`src/rtl/obj_pkg.sv`:
```
// Shared constants and types for the sprite line renderer
// One line half covers 256 pixel slots, so sprite x wraps modulo 256
// A pixel word is {palette[3:0], colour index[3:0]}
// Colour index 15 is transparent and is never written to the buffer
// The blank word also carries index 15, so erased slots read as transparent

package obj_pkg;

    // Buffer address width for one line half
    localparam int obj_aw = 8;

    // Pixel word width, palette in the upper nibble
    localparam int obj_dw = 8;

    // Visible pixel slots per line
    localparam int obj_h_active = 256;

    // Pixel slots per line including blanking
    localparam int obj_h_total = 320;

    // Transparent colour index
    localparam logic [3:0] obj_alpha = 4'hf;

    // Erase value, all ones
    localparam logic [obj_dw-1:0] obj_blank = {obj_dw{1'b1}};

    // Pixels in one sprite row
    localparam int obj_row_pixels = 8;

    // Draw stage states
    typedef enum logic {
        draw_idle,
        draw_busy
    } obj_draw_state_t;

endpackage

```
`src/rtl/obj_draw.sv`:
```
// Draw stage, one sprite row of eight 4-bit pixels per request
// A request is taken only while busy is low
// busy then stays high for exactly 8 clocks, one pixel per clock
// Transparent pixels (index 15) are skipped, their slot is not written
// x + k wraps modulo 256, no clipping at the line edge

`timescale 1ns/10ps

module obj_draw (
    input  logic                                clk,
    input  logic                                reset,
    input  logic                                obj_valid,
    input  logic [obj_pkg::obj_aw-1:0]          obj_x,
    input  logic [3:0]                          obj_pal,
    input  logic [4*obj_pkg::obj_row_pixels-1:0] obj_pixels,
    input  logic                                obj_hflip,
    output logic                                busy,
    output logic                                we,
    output logic [obj_pkg::obj_aw-1:0]          wr_addr,
    output logic [obj_pkg::obj_dw-1:0]          wr_data
);
    import obj_pkg::*;

    obj_draw_state_t state;

    // Pixel position within the row
    logic [2:0] cnt;

    // Latched request
    logic [obj_aw-1:0]           x_q;
    logic [3:0]                  pal_q;
    logic [4*obj_row_pixels-1:0] pixels_q;
    logic                        hflip_q;

    // Nibble selected for the current position
    logic [2:0] idx;
    logic [3:0] nibble;

    // Control state
    always_ff @(posedge clk) begin
        if (reset) begin
            state <= draw_idle;
            cnt   <= 3'd0;
        end else begin
            case (state)
                draw_idle: begin
                    if (obj_valid) begin
                        state <= draw_busy;
                        cnt   <= 3'd0;
                    end
                end
                draw_busy: begin
                    cnt <= cnt + 3'd1;
                    // Last pixel of the row
                    if (cnt == 3'(obj_row_pixels - 1)) begin
                        state <= draw_idle;
                    end
                end
                default: begin
                    state <= draw_idle;
                end
            endcase
        end
    end

    // Request payload, captured on an accepted strobe
    always_ff @(posedge clk) begin
        if (state == draw_idle && obj_valid) begin
            x_q      <= obj_x;
            pal_q    <= obj_pal;
            pixels_q <= obj_pixels;
            hflip_q  <= obj_hflip;
        end
    end

    assign busy = (state == draw_busy);

    // Mirrored rows walk the nibbles from pixel 7 down to pixel 0
    assign idx    = hflip_q ? ~cnt : cnt;
    assign nibble = pixels_q[{idx, 2'b00} +: 4];

    // Address wraps naturally at 8 bits
    assign wr_addr = x_q + obj_aw'(cnt);
    assign wr_data = {pal_q, nibble};

    // Only place where transparency is tested
    assign we = busy && (nibble != obj_alpha);

endmodule

```
`config.mk`:
```
export PLATFORM = sky130hd
export DESIGN_NAME = obj_draw
export DESIGN_NICKNAME = d
export VERILOG_FILES = /design/src/rtl/obj_pkg.sv /design/src/rtl/obj_draw.sv
export SDC_FILE = /design/constraint.sdc
export NUM_CORES = 1
export LEC_CHECK = 0
export BUFFER_PORTS_ARGS = -buffer_cell sky130_fd_sc_hd__buf_2
export CAP_MARGIN = 20
export CORE_ASPECT_RATIO = 0.6
export CORE_MARGIN = 2
export CORE_UTILIZATION = 51
export DETAILED_ROUTE_END_ITERATION = 8
export PLACE_DENSITY = 0.79
export RECOVER_POWER = 25
export SETUP_SLACK_MARGIN = 0.1
export SLEW_MARGIN = 10
export SYNTH_ARGS = -nofsm -noshare
export SYNTH_HDL_FRONTEND = slang
export SYNTH_SLANG_ARGS = --single-unit
```
`constraint.sdc`:
```
create_clock -name clk -period 4.08 [get_ports clk]
set_input_delay 0.816 -clock clk [delete_from_list [all_inputs] [get_ports clk]]
set_output_delay 0.816 -clock clk [all_outputs]
set_load 0.05 [all_outputs]
```
==> impl_results.md <==
- Initial antenna violation count: 0
- Max VDD drop: 0.2262 mV
- Area delta synth->final: 22.10%
- Power Density: 408.8 mW/mm²
- CP Launch Type: register
- Cts bufs inserted: 5
- Data arrival, critical path: 2490 ps
- Clk sink count: 49
- Critical Path RT: 3260 ps
- Commonest non-fill, non-tap cell in the layout: buf_2
- Worst setup path class: reg -> out
- Slew Viols, Final: 0
- Avg Vias per Cell: 5.661
- Crit path cell chain: ha_1 -> inv_1 -> fa_1 -> nor2b_1 -> o2111ai_1 -> xnor2_1 -> buf_2
- Mapped cell area: 0.002276 mm²
- Hpwl dp: 3582 µm
- Synth Instances: 175
- GPL Wtd Cong: 0.8930
- Final Power: 1.136 mW
- Core Util, Final: 66.34%
- Initial core utilization: 54.33%
- Resized Gates After CTS: 0
- Pleak: 1.084 nW
- Setup TNS: 0 ps
- Drt wl/cell: 16.01 µm
- Setup Fix Bufs, Post-CTS: 0
- Gr usage total: 19.72%
- Cell row count: 18
- Most frequent cells in the layout: 65 x buf_2, 45 x edfxtp_1, 17 x o21ai_0, 13 x o22ai_1
- Final Cell Area: 0.002779 mm²
- Critical Path Max Stage Delay: 650 ps
- Status: complete, no violations
- Fmax: 302.4 MHz
- # setup viols final: 0
- Total number of vias: 1,704
- Vias in the first global route: 1,619
- RSZ-0062 raised after global routing: no
- Routed Wire Length: 4820 µm
- Port Buffer Count: 65
- Placed standard-cell area: 0.002671 mm²
- DIE HEIGHT: 55.75 µm
- Synth top area share: 59.37%
- Yosys synthesis warning count: 0
- Largest cells by area after synthesis: edfxtp_1 59%, o21ai_0 3.7%, o22ai_1 3.6%
- Syn_area_per_cell: 13.01 µm²
- Largest net degree at the start of global routing: 25
- Post-synthesis sequential area ratio: 62.89%
- Final Net Count: 295
- Count of maximum capacitance violations: 0
- Critical Path End Type: output port
- Final Skew: 5.069 ps
- Tmin final: 3307 ps
- Layout cells sized above 1: 34.02%
- Top cell type by total area after synthesis: edfxtp_1
- CTS clk-pin slew, worst paths: 90 ps
- DR iter-0 viols: 125
- Clock tree root buffer cell: clkbuf_8
- GRT Residual Overflow: 0
- DR DRC count: 0
- Die Area: 0.005030 mm²
- Hold Violations, Final: 0
- Longest Clk Path Bufs: 2
- First-pass DRT Iterations: 5
- Clock latency on the worst-skew pair: 300 ps
- First-pass GRT wire length: 7679 µm
- H-tree depth: 2
- Syn nets: 229
- CTS tree: built
- Detail Route Antenna Nets: 0
- Post-synthesis cell type count: 40
- Die width: 90.24 µm
- Hold buffers post-CTS: 0
- Synth Register Bits: 49
- Ant. Diodes: 0
- CP max FO: 13
- Final Cycle Share: 81.06%
- Crit-path slowest cell: dfxtp_1
- Worst-margin pin slew: 729.1 ps
- Ports: 66
- Type of the tightest min-delay check: in -> reg
- Core area: 0.004189 mm²
- Relative slew slack: 51.29%
path summary, 6_finish.rpt:
path                       from            to  slack, ps  depth (start not counted)
setup / recovery         cnt[0]    wr_addr[6]        770                          7
hold / removal    obj_pixels[6]   pixels_q[6]        680                          1
setup reg to reg           busy  pixels_q[27]       2490                          2
hold reg to reg            busy        cnt[2]        680                          2
per-stage QoR:
step	hold slack (ps)	cells	setup slack, ps
floorplan	602.2	175	775.8
global placement	652.2	293	1211
detailed placement	671.3	294	1149
CTS	674.0	301	785.9
global route	666.6	301	615.3
finish	681.7	301	772.6
flip-flops by register name (all words and copies together), names as in the netlist:
name and cells:
busy 1, x_q 8, cnt 3, pixels_q 32, pal_q 4, hflip_q 1
worst max-delay path, delay by kind of cell (launching register included):
| kind | cells | cell delay (ps) |
|---|---|---|
| AOI/OAI and AO/OA | 1 | 160 |
| xor gates and xnor gates | 1 | 210 |
| adders and majority gates | 2 | 660 |
| buffers and inverters | 2 | 360 |
| DFF | 1 | 650 |
| and+or+nand+nor | 1 | 170 |
final cells by class:
cell class	instances	area, µm²
tap	60	75.07
clock buffer	5	68.82
multi-input combinational	110	774.5
timing repair buffer	67	360.3
fill	322	1410
clock inverter	2	38.79
sequential	49	1431
inverter	8	30.03
cell usage after synthesis:
cell / number
a21boi_1: 1
a21o_1: 1
a21oi_1: 5
a221oi_1: 1
a221oi_2: 1
a22o_1: 4
a22oi_1: 8
a41oi_2: 1
and2_1: 2
and2b_4: 1
buf_2: 5
buf_4: 1
buf_6: 1
clkbuf_1: 1
dfxtp_1: 4
edfxtp_1: 45
fa_1: 1
ha_1: 5
inv_1: 8
mux2i_1: 1
nand2_1: 3
nand2b_1: 4
nand2b_2: 1
nand3_1: 2
nor2_1: 8
nor2b_1: 4
nor2b_2: 1
nor3_1: 1
nor3b_1: 1
o2111ai_1: 1
o21ai_0: 17
o21ai_1: 6
o21ba_1: 1
o221ai_1: 6
o22ai_1: 13
o32a_1: 1
or2_2: 1
or2_4: 1
xnor2_1: 5
xor2_1: 1
per-layer routing:
layer / wire length, µm / part of all wire, % / GRT usage [%]
met1: 2192 / 45 / 27.45
met2: 2178 / 45 / 28.79
met3: 389 / 8.1 / 7.317
met4: 59 / 1.2 / 6.593
met5: 0 / 0 / 0
kinds of logic (layout without fill, tap and decap cells):
group / Yosys count / after routing / share of synthesized area [%]
AOI/OAI and AO/OA: 67 / 67 / 19.90
xor gates and xnor gates: 6 / 6 / 2.309
adders and majority gates: 6 / 6 / 3.628
buffers and inverters: 16 / 82 / 3.408
DFF: 49 / 49 / 62.89
muxes: 1 / 1 / 0.4398
and+or+nand+nor: 30 / 30 / 7.422
power by group:
group / leakage, nW / switching [mW] / total, mW / internal (mW)
logic: 0.566 / 0.124 / 0.187 / 0.0639
clock network: 0.0546 / 0.159 / 0.341 / 0.182
registers: 0.463 / 0.0226 / 0.608 / 0.585
total: 1.08 / 0.306 / 1.14 / 0.830
(Power assumes the default switching activity.)
