**src/rtl/obj_pkg.sv**
```systemverilog
// Shared constants and types for the sprite line renderer
// One line half covers 256 pixel slots, so sprite x wraps modulo 256
// A pixel word is {palette[3:0], colour index[3:0]}
// Colour index 15 is transparent and is never written to the buffer
// The blank word also carries index 15, so erased slots read as transparent

package obj_pkg;

    // Buffer address width for one line half
    localparam int obj_aw = 8;

    // Pixel word width, palette in the upper nibble
    localparam int obj_dw = 8;

    // Visible pixel slots per line
    localparam int obj_h_active = 256;

    // Pixel slots per line including blanking
    localparam int obj_h_total = 320;

    // Transparent colour index
    localparam logic [3:0] obj_alpha = 4'hf;

    // Erase value, all ones
    localparam logic [obj_dw-1:0] obj_blank = {obj_dw{1'b1}};

    // Pixels in one sprite row
    localparam int obj_row_pixels = 8;

    // Draw stage states
    typedef enum logic {
        draw_idle,
        draw_busy
    } obj_draw_state_t;

endpackage

```
**src/rtl/obj_scan.sv**
```systemverilog
// Horizontal scan timing for the line buffer read side
// pxl_cen is high on every second clock, a line is 320 slots (640 clocks)
// Active video is hcount 0 to 255, blanking is 256 to 319
// No vertical timing here

`timescale 1ns/10ps

module obj_scan (
    input  logic                        clk,
    input  logic                        reset,
    output logic                        pxl_cen,
    output logic [8:0]                  hcount,
    output logic                        lhbl,
    output logic                        rd,
    output logic [obj_pkg::obj_aw-1:0]  rd_addr
);
    import obj_pkg::*;

    // Divide by two for the pixel enable
    always_ff @(posedge clk) begin
        if (reset) begin
            pxl_cen <= 1'b0;
        end else begin
            pxl_cen <= ~pxl_cen;
        end
    end

    // Pixel slot counter
    always_ff @(posedge clk) begin
        if (reset) begin
            hcount <= 9'd0;
        end else if (pxl_cen) begin
            if (hcount == 9'(obj_h_total - 1)) begin
                hcount <= 9'd0;
            end else begin
                hcount <= hcount + 9'd1;
            end
        end
    end

    // High during the visible part of the line
    assign lhbl = (hcount < 9'(obj_h_active));

    // One read per visible pixel slot
    assign rd      = pxl_cen && lhbl;
    assign rd_addr = hcount[obj_aw-1:0];

endmodule

```
**config.mk**
```make
export PLATFORM = sky130hd
export DESIGN_NAME = obj_scan
export DESIGN_NICKNAME = d
export VERILOG_FILES = /design/src/rtl/obj_pkg.sv /design/src/rtl/obj_scan.sv
export SDC_FILE = /design/constraint.sdc
export NUM_CORES = 1
export LEC_CHECK = 0
export BUFFER_PORTS_ARGS = -buffer_cell sky130_fd_sc_hd__buf_2
export CORE_AREA = 2 2 39 41
export CTS_BUF_LIST = sky130_fd_sc_hd__clkbuf_16
export CTS_CLUSTER_SIZE = 14
export DETAILED_ROUTE_END_ITERATION = 6
export DIE_AREA = 0 0 41 43
export GPL_TIMING_DRIVEN = 0
export PLACE_DENSITY = 0.73
export SKIP_LAST_GASP = 1
export SYNTH_ARGS = -nofsm -noshare
export SYNTH_HDL_FRONTEND = slang
export SYNTH_SLANG_ARGS = --single-unit
```
**constraint.sdc**
```tcl
create_clock -name clk -period 2.3 [get_ports clk]
set_input_delay 0.115 -clock clk [delete_from_list [all_inputs] [get_ports clk]]
set_output_delay 0.115 -clock clk [all_outputs]
set_load 0.03 [all_outputs]
```
==> key figures, run 1 <==
STA
  – Setup TNS: 0 ns
  – Final Cycle Share: 64.2%
  – Setup violators final: 0
  – Upper clock frequency limit: 0.677 GHz
  – Skew final: 0.00296 ns
  – Final worst path period need: 1.48 ns
  – Final hold violation count: 0
  – Rel. slew slack: 76.2%
  – Unrepaired setup endpoints after global routing: no
  – Worst Tran Pin Value: 0.356 ns
  – Fin. max-slew vios: 0
  – Worst setup slack after layout: 0.823 ns

Run
  – Max_cap viols: 0

Placed design
  – Placed Area: 667 sq um
  – DP Worst Slack: 0.812 ns
  – Routability cong.: 0.698
  – DP Wirelength: 778 um
  – Port buffer count: 21

Logic synthesis
  – Area leader, netlist: dfxtp_1
  – Netlist cell types: 22
  – Main area contributors after synthesis: dfxtp_1 37%, buf_4 12%, o41ai_4 5.1%, xor2_1 4.8%, nand4_1 4.6%
  – Syn. warnings: 0
  – Mapped Avg Cell Area: 8.88 sq um
  – EDFF count, synth: 0
  – Register area share after synthesis: 37.0%
  – Mapped Nets: 64
  – Post-synthesis cell area: 542 sq um
  – Yosys top cell area share: 37.0%
  – Seq cells post-synth: 10
  – Most frequent cells after synthesis: 10 x dfxtp_1, 9 x buf_4, 6 x nor2_1
  – Main synth FF type: dfxtp_1
  – Post-synthesis instance total: 61
  – Most frequent cell after synthesis: dfxtp_1
  – Post-synth ARST share: 0%

CTS
  – H-tree level count: 1
  – Postcts setup bufs: 0
  – CTS clk-pin slew, worst paths: 0.04 ns
  – Hold-fix buffer count after cts: 0
  – CTS root buffer: clkbuf_16
  – TritonCTS buffer count: 3
  – CTS Buffer Depth: 2
  – Sink Count: 10
  – Clk Latency, worst-skew pair: 0.24 ns
  – CTS tree: done
  – Post-CTS resize count: 0

Finish
  – Fraction of layout instances using a drive strength above 1: 43.0%
  – Ant. Diodes: 0
  – Post-route cell area: 746 sq um
  – Net count, final: 90
  – Post-Route Utilization: 53.9%
  – Synthesis-to-finish area growth: 37.6%

Worst setup path
  – Crit Path Max Fanout: 5
  – Worst R2R End: hcount[0]$_SDFFE_PP0P_
  – Reg2Reg Setup Slack: 0.82 ns
  – Critical setup path kind: register to register
  – Worst setup SP type: register
  – Required @ worst endpoint: 2.42 ns
  – Critical R2R Launch: hcount[0]$_SDFFE_PP0P_
  – CP arrival: 1.59 ns
  – Register-to-Register Path Depth: 4
  – Crit end category: register

Route
  – Vias per cell: 4.95
  – # DRC: 0
  – Avg WL per Cell: 10.7 um
  – Antenna viol nets, final: 0
  – Routed via count: 505
  – WL final: 1090 um
  – Iter 0 DRT Violations: 8
  – Drt first pass iters: 4

Global route
  – Global-route wire length before repair: 1680 um
  – Vias in the first global route: 412
  – Pin count of the biggest net entering global routing: 10
  – Gr usage total: 15.2%
  – Antenna violations before repair: 0
  – Total gr overflow: 0

Die
  – Boundary Pins: 22
  – Row count: 14
  – CORE AREA: 1380 sq um
  – Starting density of the core: 39.2%
  – Die Height: 43 um
  – Die width: 41 um
  – Die Area: 1760 sq um

Worst hold path
  – Hold Crit Start: reset
  – Hold Crit Class: input pin to register
  – Hold Path End: pxl_cen$_SDFF_PP0_
  – Worst hold path cell count: 2

Power and ir drop
  – PD cells: 732 nW/um^2
  – Lkg Pwr: 0.382 nW
  – Max VDD drop: 0.000466 V

Run status
  – Outcome: finished, final reports clean
==> worst max-delay path, cell delays in order (launching register included) <==
cell     delay (ns)
dfxtp_1        0.41
ha_1           0.24
nand3_1        0.16
o41ai_4        0.45
nor2_1         0.09
==> cell usage in the layout, fill, tap and decap left out <==
cell type / synthesis / final
nand4_1: 4 / 4
nand4_2: 1 / 1
o21ai_0: 4 / 4
ha_1: 1 / 1
xor2_1: 3 / 3
clkinv_1: 0 / 1
nor2_1: 6 / 6
a41oi_1: 1 / 1
mux2i_1: 1 / 1
dfxtp_1: 10 / 10
nand2_1: 2 / 2
xnor2_1: 1 / 1
or3_1: 2 / 2
and3_2: 1 / 1
nor2b_1: 2 / 2
clkbuf_16: 0 / 3
inv_1: 3 / 3
buf_4: 9 / 9
a21oi_1: 3 / 3
buf_2: 0 / 21
and3_1: 1 / 1
nand2b_1: 1 / 1
o41ai_4: 1 / 1
nand3_1: 3 / 3
or2_2: 1 / 1
==> registers in the layout (all words and copies together) (netlist names) <==
| signal | cells |
|---|---|
| hcount | 9 |
| pxl_cen | 1 |
==> layout make-up <==
type | count | area (sq um)
tap | 16 | 20.0
clock buffer | 3 | 75.1
buffer | 9 | 67.6
multi-input combinational | 39 | 263
fill | 141 | 638
timing repair buffer | 21 | 105
clock inverter | 1 | 3.75
inverter | 3 | 11.3
sequential | 10 | 200
==> worst max-delay path by stage <==
stage | slack [ns] | from | end | cells past startpoint
after CTS | 0.81 | hcount[0]$_SDFFE_PP0P_ | hcount[0]$_SDFFE_PP0P_ | 4
final | 0.82 | hcount[0]$_SDFFE_PP0P_ | hcount[0]$_SDFFE_PP0P_ | 4
after floorplan | 0.72 | hcount[0]$_SDFFE_PP0P_ | hcount[0]$_SDFFE_PP0P_ | 4
after detailed placement | 0.81 | hcount[0]$_SDFFE_PP0P_ | hcount[0]$_SDFFE_PP0P_ | 4
after global routing | 0.72 | hcount[0]$_SDFFE_PP0P_ | hcount[5]$_SDFFE_PP0P_ | 4
after global placement | 0.82 | hcount[0]$_SDFFE_PP0P_ | hcount[0]$_SDFFE_PP0P_ | 4
==> cell families (layout without fill, tap and decap cells) <==
family          Yosys count  after routing  share of synthesized area [%]
flops                    10             10                           37.0
mux                       1              1                           1.85
simple gates             24             24                           24.7
xor+xnor                  4              4                           6.47
buf+inv                  12             37                           14.5
compound gates            9              9                           13.2
fa+ha+maj                 1              1                           2.31
==> through the flow <==
| stage | hold WS (ns) | cells | power [mW] |
|---|---|---|---|
| 2_1_floorplan | 0.182 | 61 | 0.225 |
| 3_3_place_gp | 0.376 | 98 | 0.238 |
| 6_report | 0.130 | 102 | 0.546 |
| 4_1_cts | 0.128 | 102 | 0.555 |
| 5_1_grt | 0.151 | 102 | 0.567 |
| 3_5_place_dp | 0.380 | 98 | 0.239 |
==> routing by layer <==
metal	GRT usage (%)	share of wire (%)	vias up
met2	20.6	45	15
li1	-	-	255
met3	9.42	7.2	5
met4	12.0	3.5	0
met1	15.8	44	230
met5	0	0	-
==> power breakdown <==
| part | internal, mW | switching, mW |
|---|---|---|
| registers | 0.179 | 0.00536 |
| logic | 0.0192 | 0.0319 |
| clock network | 0.228 | 0.0824 |
| total | 0.426 | 0.120 |
Power figures use the tool's default switching activity.
==> run 2, diff against run 1 <==
--- a/config.mk
+++ b/config.mk
@@ -5,14 +5,15 @@
 export SDC_FILE = /design/constraint.sdc
 export NUM_CORES = 1
 export LEC_CHECK = 0
+export ABC_AREA = 1
 export BUFFER_PORTS_ARGS = -buffer_cell sky130_fd_sc_hd__buf_2
-export CORE_AREA = 2 2 39 41
+export CORE_MARGIN = 2
+export CORE_UTILIZATION = 40
 export CTS_BUF_LIST = sky130_fd_sc_hd__clkbuf_16
 export CTS_CLUSTER_SIZE = 14
 export DETAILED_ROUTE_END_ITERATION = 6
-export DIE_AREA = 0 0 41 43
 export GPL_TIMING_DRIVEN = 0
-export PLACE_DENSITY = 0.73
+export PLACE_DENSITY = 0.75
 export SKIP_LAST_GASP = 1
 export SYNTH_ARGS = -nofsm -noshare
 export SYNTH_HDL_FRONTEND = slang
==> constraint.sdc (replaced) <==
create_clock -name clk -period 1.3 [get_ports clk]
set_input_delay 0.065 -clock clk [delete_from_list [all_inputs] [get_ports clk]]
set_output_delay 0.065 -clock clk [all_outputs]
set_load 0.03 [all_outputs]
==> key figures, run 2 <==
Run status
  – Outcome: finished, final reports clean

Logic synthesis
  – Yosys top cell area share: 36.9% (-0.085 points)
  – Syn. warnings: 0 (unchanged)
  – Main area contributors after synthesis: dfxtp_1 37%, buf_4 11%, nor2_1 7.6%, nand3_4 6.5%, nand2_1 6.2%
  – Post-synthesis cell area: 543 sq um (+0.23%)
  – Post-synthesis instance total: 67 (+9.8%)
  – Seq cells post-synth: 10 (unchanged)
  – Mapped Avg Cell Area: 8.10 sq um (-8.7%)
  – Most frequent cell after synthesis: nor2_1
  – Mapped Nets: 70 (+9.4%)
  – Register area share after synthesis: 36.9% (-0.085 points)
  – Post-synth ARST share: 0% (unchanged)
  – Most frequent cells after synthesis: 11 x nor2_1, 10 x dfxtp_1, 9 x nand2_1
  – Area leader, netlist: dfxtp_1
  – Main synth FF type: dfxtp_1
  – Netlist cell types: 20 (-9.1%)
  – EDFF count, synth: 0 (unchanged)

Power and ir drop
  – Int Pwr: 0.749 mW (+76%)
  – Sw Pwr: 0.201 mW (+68%)
  – Max VDD drop: 0.000789 V (+69%)
  – Switching Fraction: 21.2% (-0.74 points)
  – Clock power frac: 55.7% (-1.2 points)
  – Comb power frac: 9.4% (about the same)
  – Sequential share of power: 34.9% (+1.1 points)
  – Lkg Pwr: 0.362 nW (-5.2%)
  – PD cells: 1250 nW/um^2 (+72%)

Finish
  – Ant. Diodes: 0 (unchanged)
  – Synthesis-to-finish area growth: 39.4%
  – Net count, final: 96 (+6.7%)
  – Biggest register: hcount
  – Fraction of layout instances using a drive strength above 1: 46.2% (+3.1 points)
  – Max reg flops: 9 (unchanged)
  – Commonest non-fill, non-tap cell in the layout: buf_2
  – Most frequent cells in the layout: 21 x buf_2, 11 x nor2_1, 9 x nand2_1, 8 x buf_4, 8 x dfxtp_1
  – Largest regs: hcount: 9 flops, pxl_cen: 1 flops

Global route
  – Gr usage total: 16.8% (+1.6 points)
  – Vias in the first global route: 438 (+6.3%)
  – Total gr overflow: 0 (unchanged)
  – Pin count of the biggest net entering global routing: 9 (-1)
  – Global-route wire length before repair: 1740 um (+3.3%)
  – Antenna violations before repair: 0 (unchanged)

STA
  – Rel. slew slack: 81.2% (+5.0 points)
  – Final Cycle Share: 90.4% (+26 points)
  – Final hold violation count: 0 (unchanged)
  – Setup violators final: 0 (unchanged)
  – Upper clock frequency limit: 0.851 GHz (+26%)
  – Worst Tran Pin Value: 0.282 ns (-0.0739 ns)
  – Fin. max-slew vios: 0 (unchanged)
  – Setup TNS: 0 ns (unchanged)
  – Final worst path period need: 1.18 ns (-0.301 ns)
  – Worst setup slack after layout: 0.124 ns (-0.699 ns)
  – Skew final: 0.00130 ns (-0.00166 ns)
  – Unrepaired setup endpoints after global routing: no

CTS
  – CTS clk-pin slew, worst paths: 0.04 ns (about the same)
  – TritonCTS buffer count: 3 (unchanged)
  – CTS Buffer Depth: 2 (unchanged)
  – CTS tree: done
  – Postcts setup bufs: 0 (unchanged)
  – H-tree level count: 1 (unchanged)
  – Clk Latency, worst-skew pair: 0.23 ns (about the same)
  – CTS root buffer: clkbuf_16
  – Sink Count: 10 (unchanged)

Die
  – Die Area: 1670 sq um (-5.4%)
  – Die Height: 40.8 um (-5.0%)
  – Row count: 13 (-1)
  – Starting density of the core: 42.3% (+3.1 points)
  – Boundary Pins: 22 (unchanged)
  – CORE AREA: 1280 sq um (-7.1%)
  – Die width: 40.8 um (-0.38%)

Worst setup path
  – Crit end category: register
  – Crit Path Max Fanout: 6 (+1)
  – Crit-path cells: ha_4 > nand3_4 > nor2_4 > a21oi_1 > inv_2 > nor2_1
  – Critical setup path kind: register to register
  – Crit path max-delay cell type: dfxtp_2
  – Worst setup SP type: register
  – Required @ worst endpoint: 1.43 ns (-0.99 ns)
  – CP arrival: 1.30 ns (-0.29 ns)
  – CP max stage delay: 0.40 ns (-0.05 ns)

Route
  – Antenna viol nets, final: 0 (unchanged)
  – Iter 0 DRT Violations: 14 (+6)
  – WL final: 1080 um (-1.3%)
  – # DRC: 0 (unchanged)
  – Routed via count: 489 (-3.2%)
  – Vias per cell: 4.61 (-6.8%)
  – Avg WL per Cell: 10.2 um (-5.0%)
  – Drt first pass iters: 4 (unchanged)

Worst hold path
  – Hold Crit Class: input pin to register

Placed design
  – Routability cong.: 0.737 (+5.7%)
  – DP Worst Slack: 0.0369 ns (-0.775 ns)
  – DP Wirelength: 787 um (+1.1%)
  – Port buffer count: 21 (unchanged)

Run
  – Max_cap viols: 0 (unchanged)
run 2: logic make-up after synthesis:
group | count (synthesis) | share of synthesized area [%]
adder cells (fa/ha/maj) | 1 | 2.30
flip-flops | 10 | 36.9
buffers and inverters | 16 | 18.0
AO/OA/AOI/OAI | 4 | 4.15
XOR/XNOR | 3 | 4.84
AND/OR/NAND/NOR | 33 | 33.9
run 2: per-layer routing:
metal / GRT usage, % / up-vias / part of all wire, %
met2: 26.6 / 17 / 47
met5: 0 / - / 0
met4: 15.0 / 0 / 3.1
li1: - / 254 / -
met1: 17.9 / 213 / 43
met3: 4.89 / 5 / 6.3
run 2: area by class of cell:
| cell class | count | area [sq um] |
|---|---|---|
| plain buffers | 9 | 71.3 |
| clock buffers | 3 | 75.1 |
| fillers | 122 | 528 |
| inverters | 7 | 26.3 |
| multi-input cells | 41 | 258 |
| flip-flops and latches | 10 | 203 |
| well taps | 15 | 18.8 |
| repair buffers | 21 | 105 |
run 2: repair_timing:
action / in CTS / in global routing
resized for setup: 0 / 2
endpoints found under the setup margin: 0 / 5
hold buffers: 0 / 0
run 2: worst paths after layout:
path | from | end | slack (ns) | cells past startpoint
max | hcount[0]$_SDFFE_PP0P_ | hcount[6]$_SDFFE_PP0P_ | 0.12 | 6
min | reset | hcount[1]$_SDFFE_PP0P_ | 0.07 | 2
max reg2reg | hcount[0]$_SDFFE_PP0P_ | hcount[6]$_SDFFE_PP0P_ | 0.12 | 6
min reg2reg | hcount[1]$_SDFFE_PP0P_ | hcount[1]$_SDFFE_PP0P_ | 0.51 | 2
run 2: worst max-delay path: cells and delay by family, from the launching register on:
| family | cells | cell delay [ns] |
|---|---|---|
| AO/OA/AOI/OAI | 1 | 0.11 |
| adder cells (fa/ha/maj) | 1 | 0.17 |
| buffers and inverters | 1 | 0.10 |
| flip-flops | 1 | 0.40 |
| AND/OR/NAND/NOR | 3 | 0.30 |
run 2: power groups by stage:
stage	clock network, mW	registers, mW	logic, mW
2_1_floorplan	0	0.347	0.0509
3_3_place_gp	0	0.333	0.0883
3_5_place_dp	0	0.333	0.0884
4_1_cts	0.543	0.328	0.0891
5_1_grt	0.546	0.332	0.0969
6_report	0.529	0.331	0.0898
run 2: stage by stage:
step	instances	power (mW)	area, sq um	hold slack (ns)	utilization, %
floorplan	67	0.398	546	0.127	-
global placement	103	0.421	669	0.311	52.1
detailed placement	103	0.422	669	0.313	52.1
CTS	106	0.960	744	0.0702	57.9
global route	106	0.976	757	0.0827	58.9
finish	106	0.950	757	0.0669	58.9
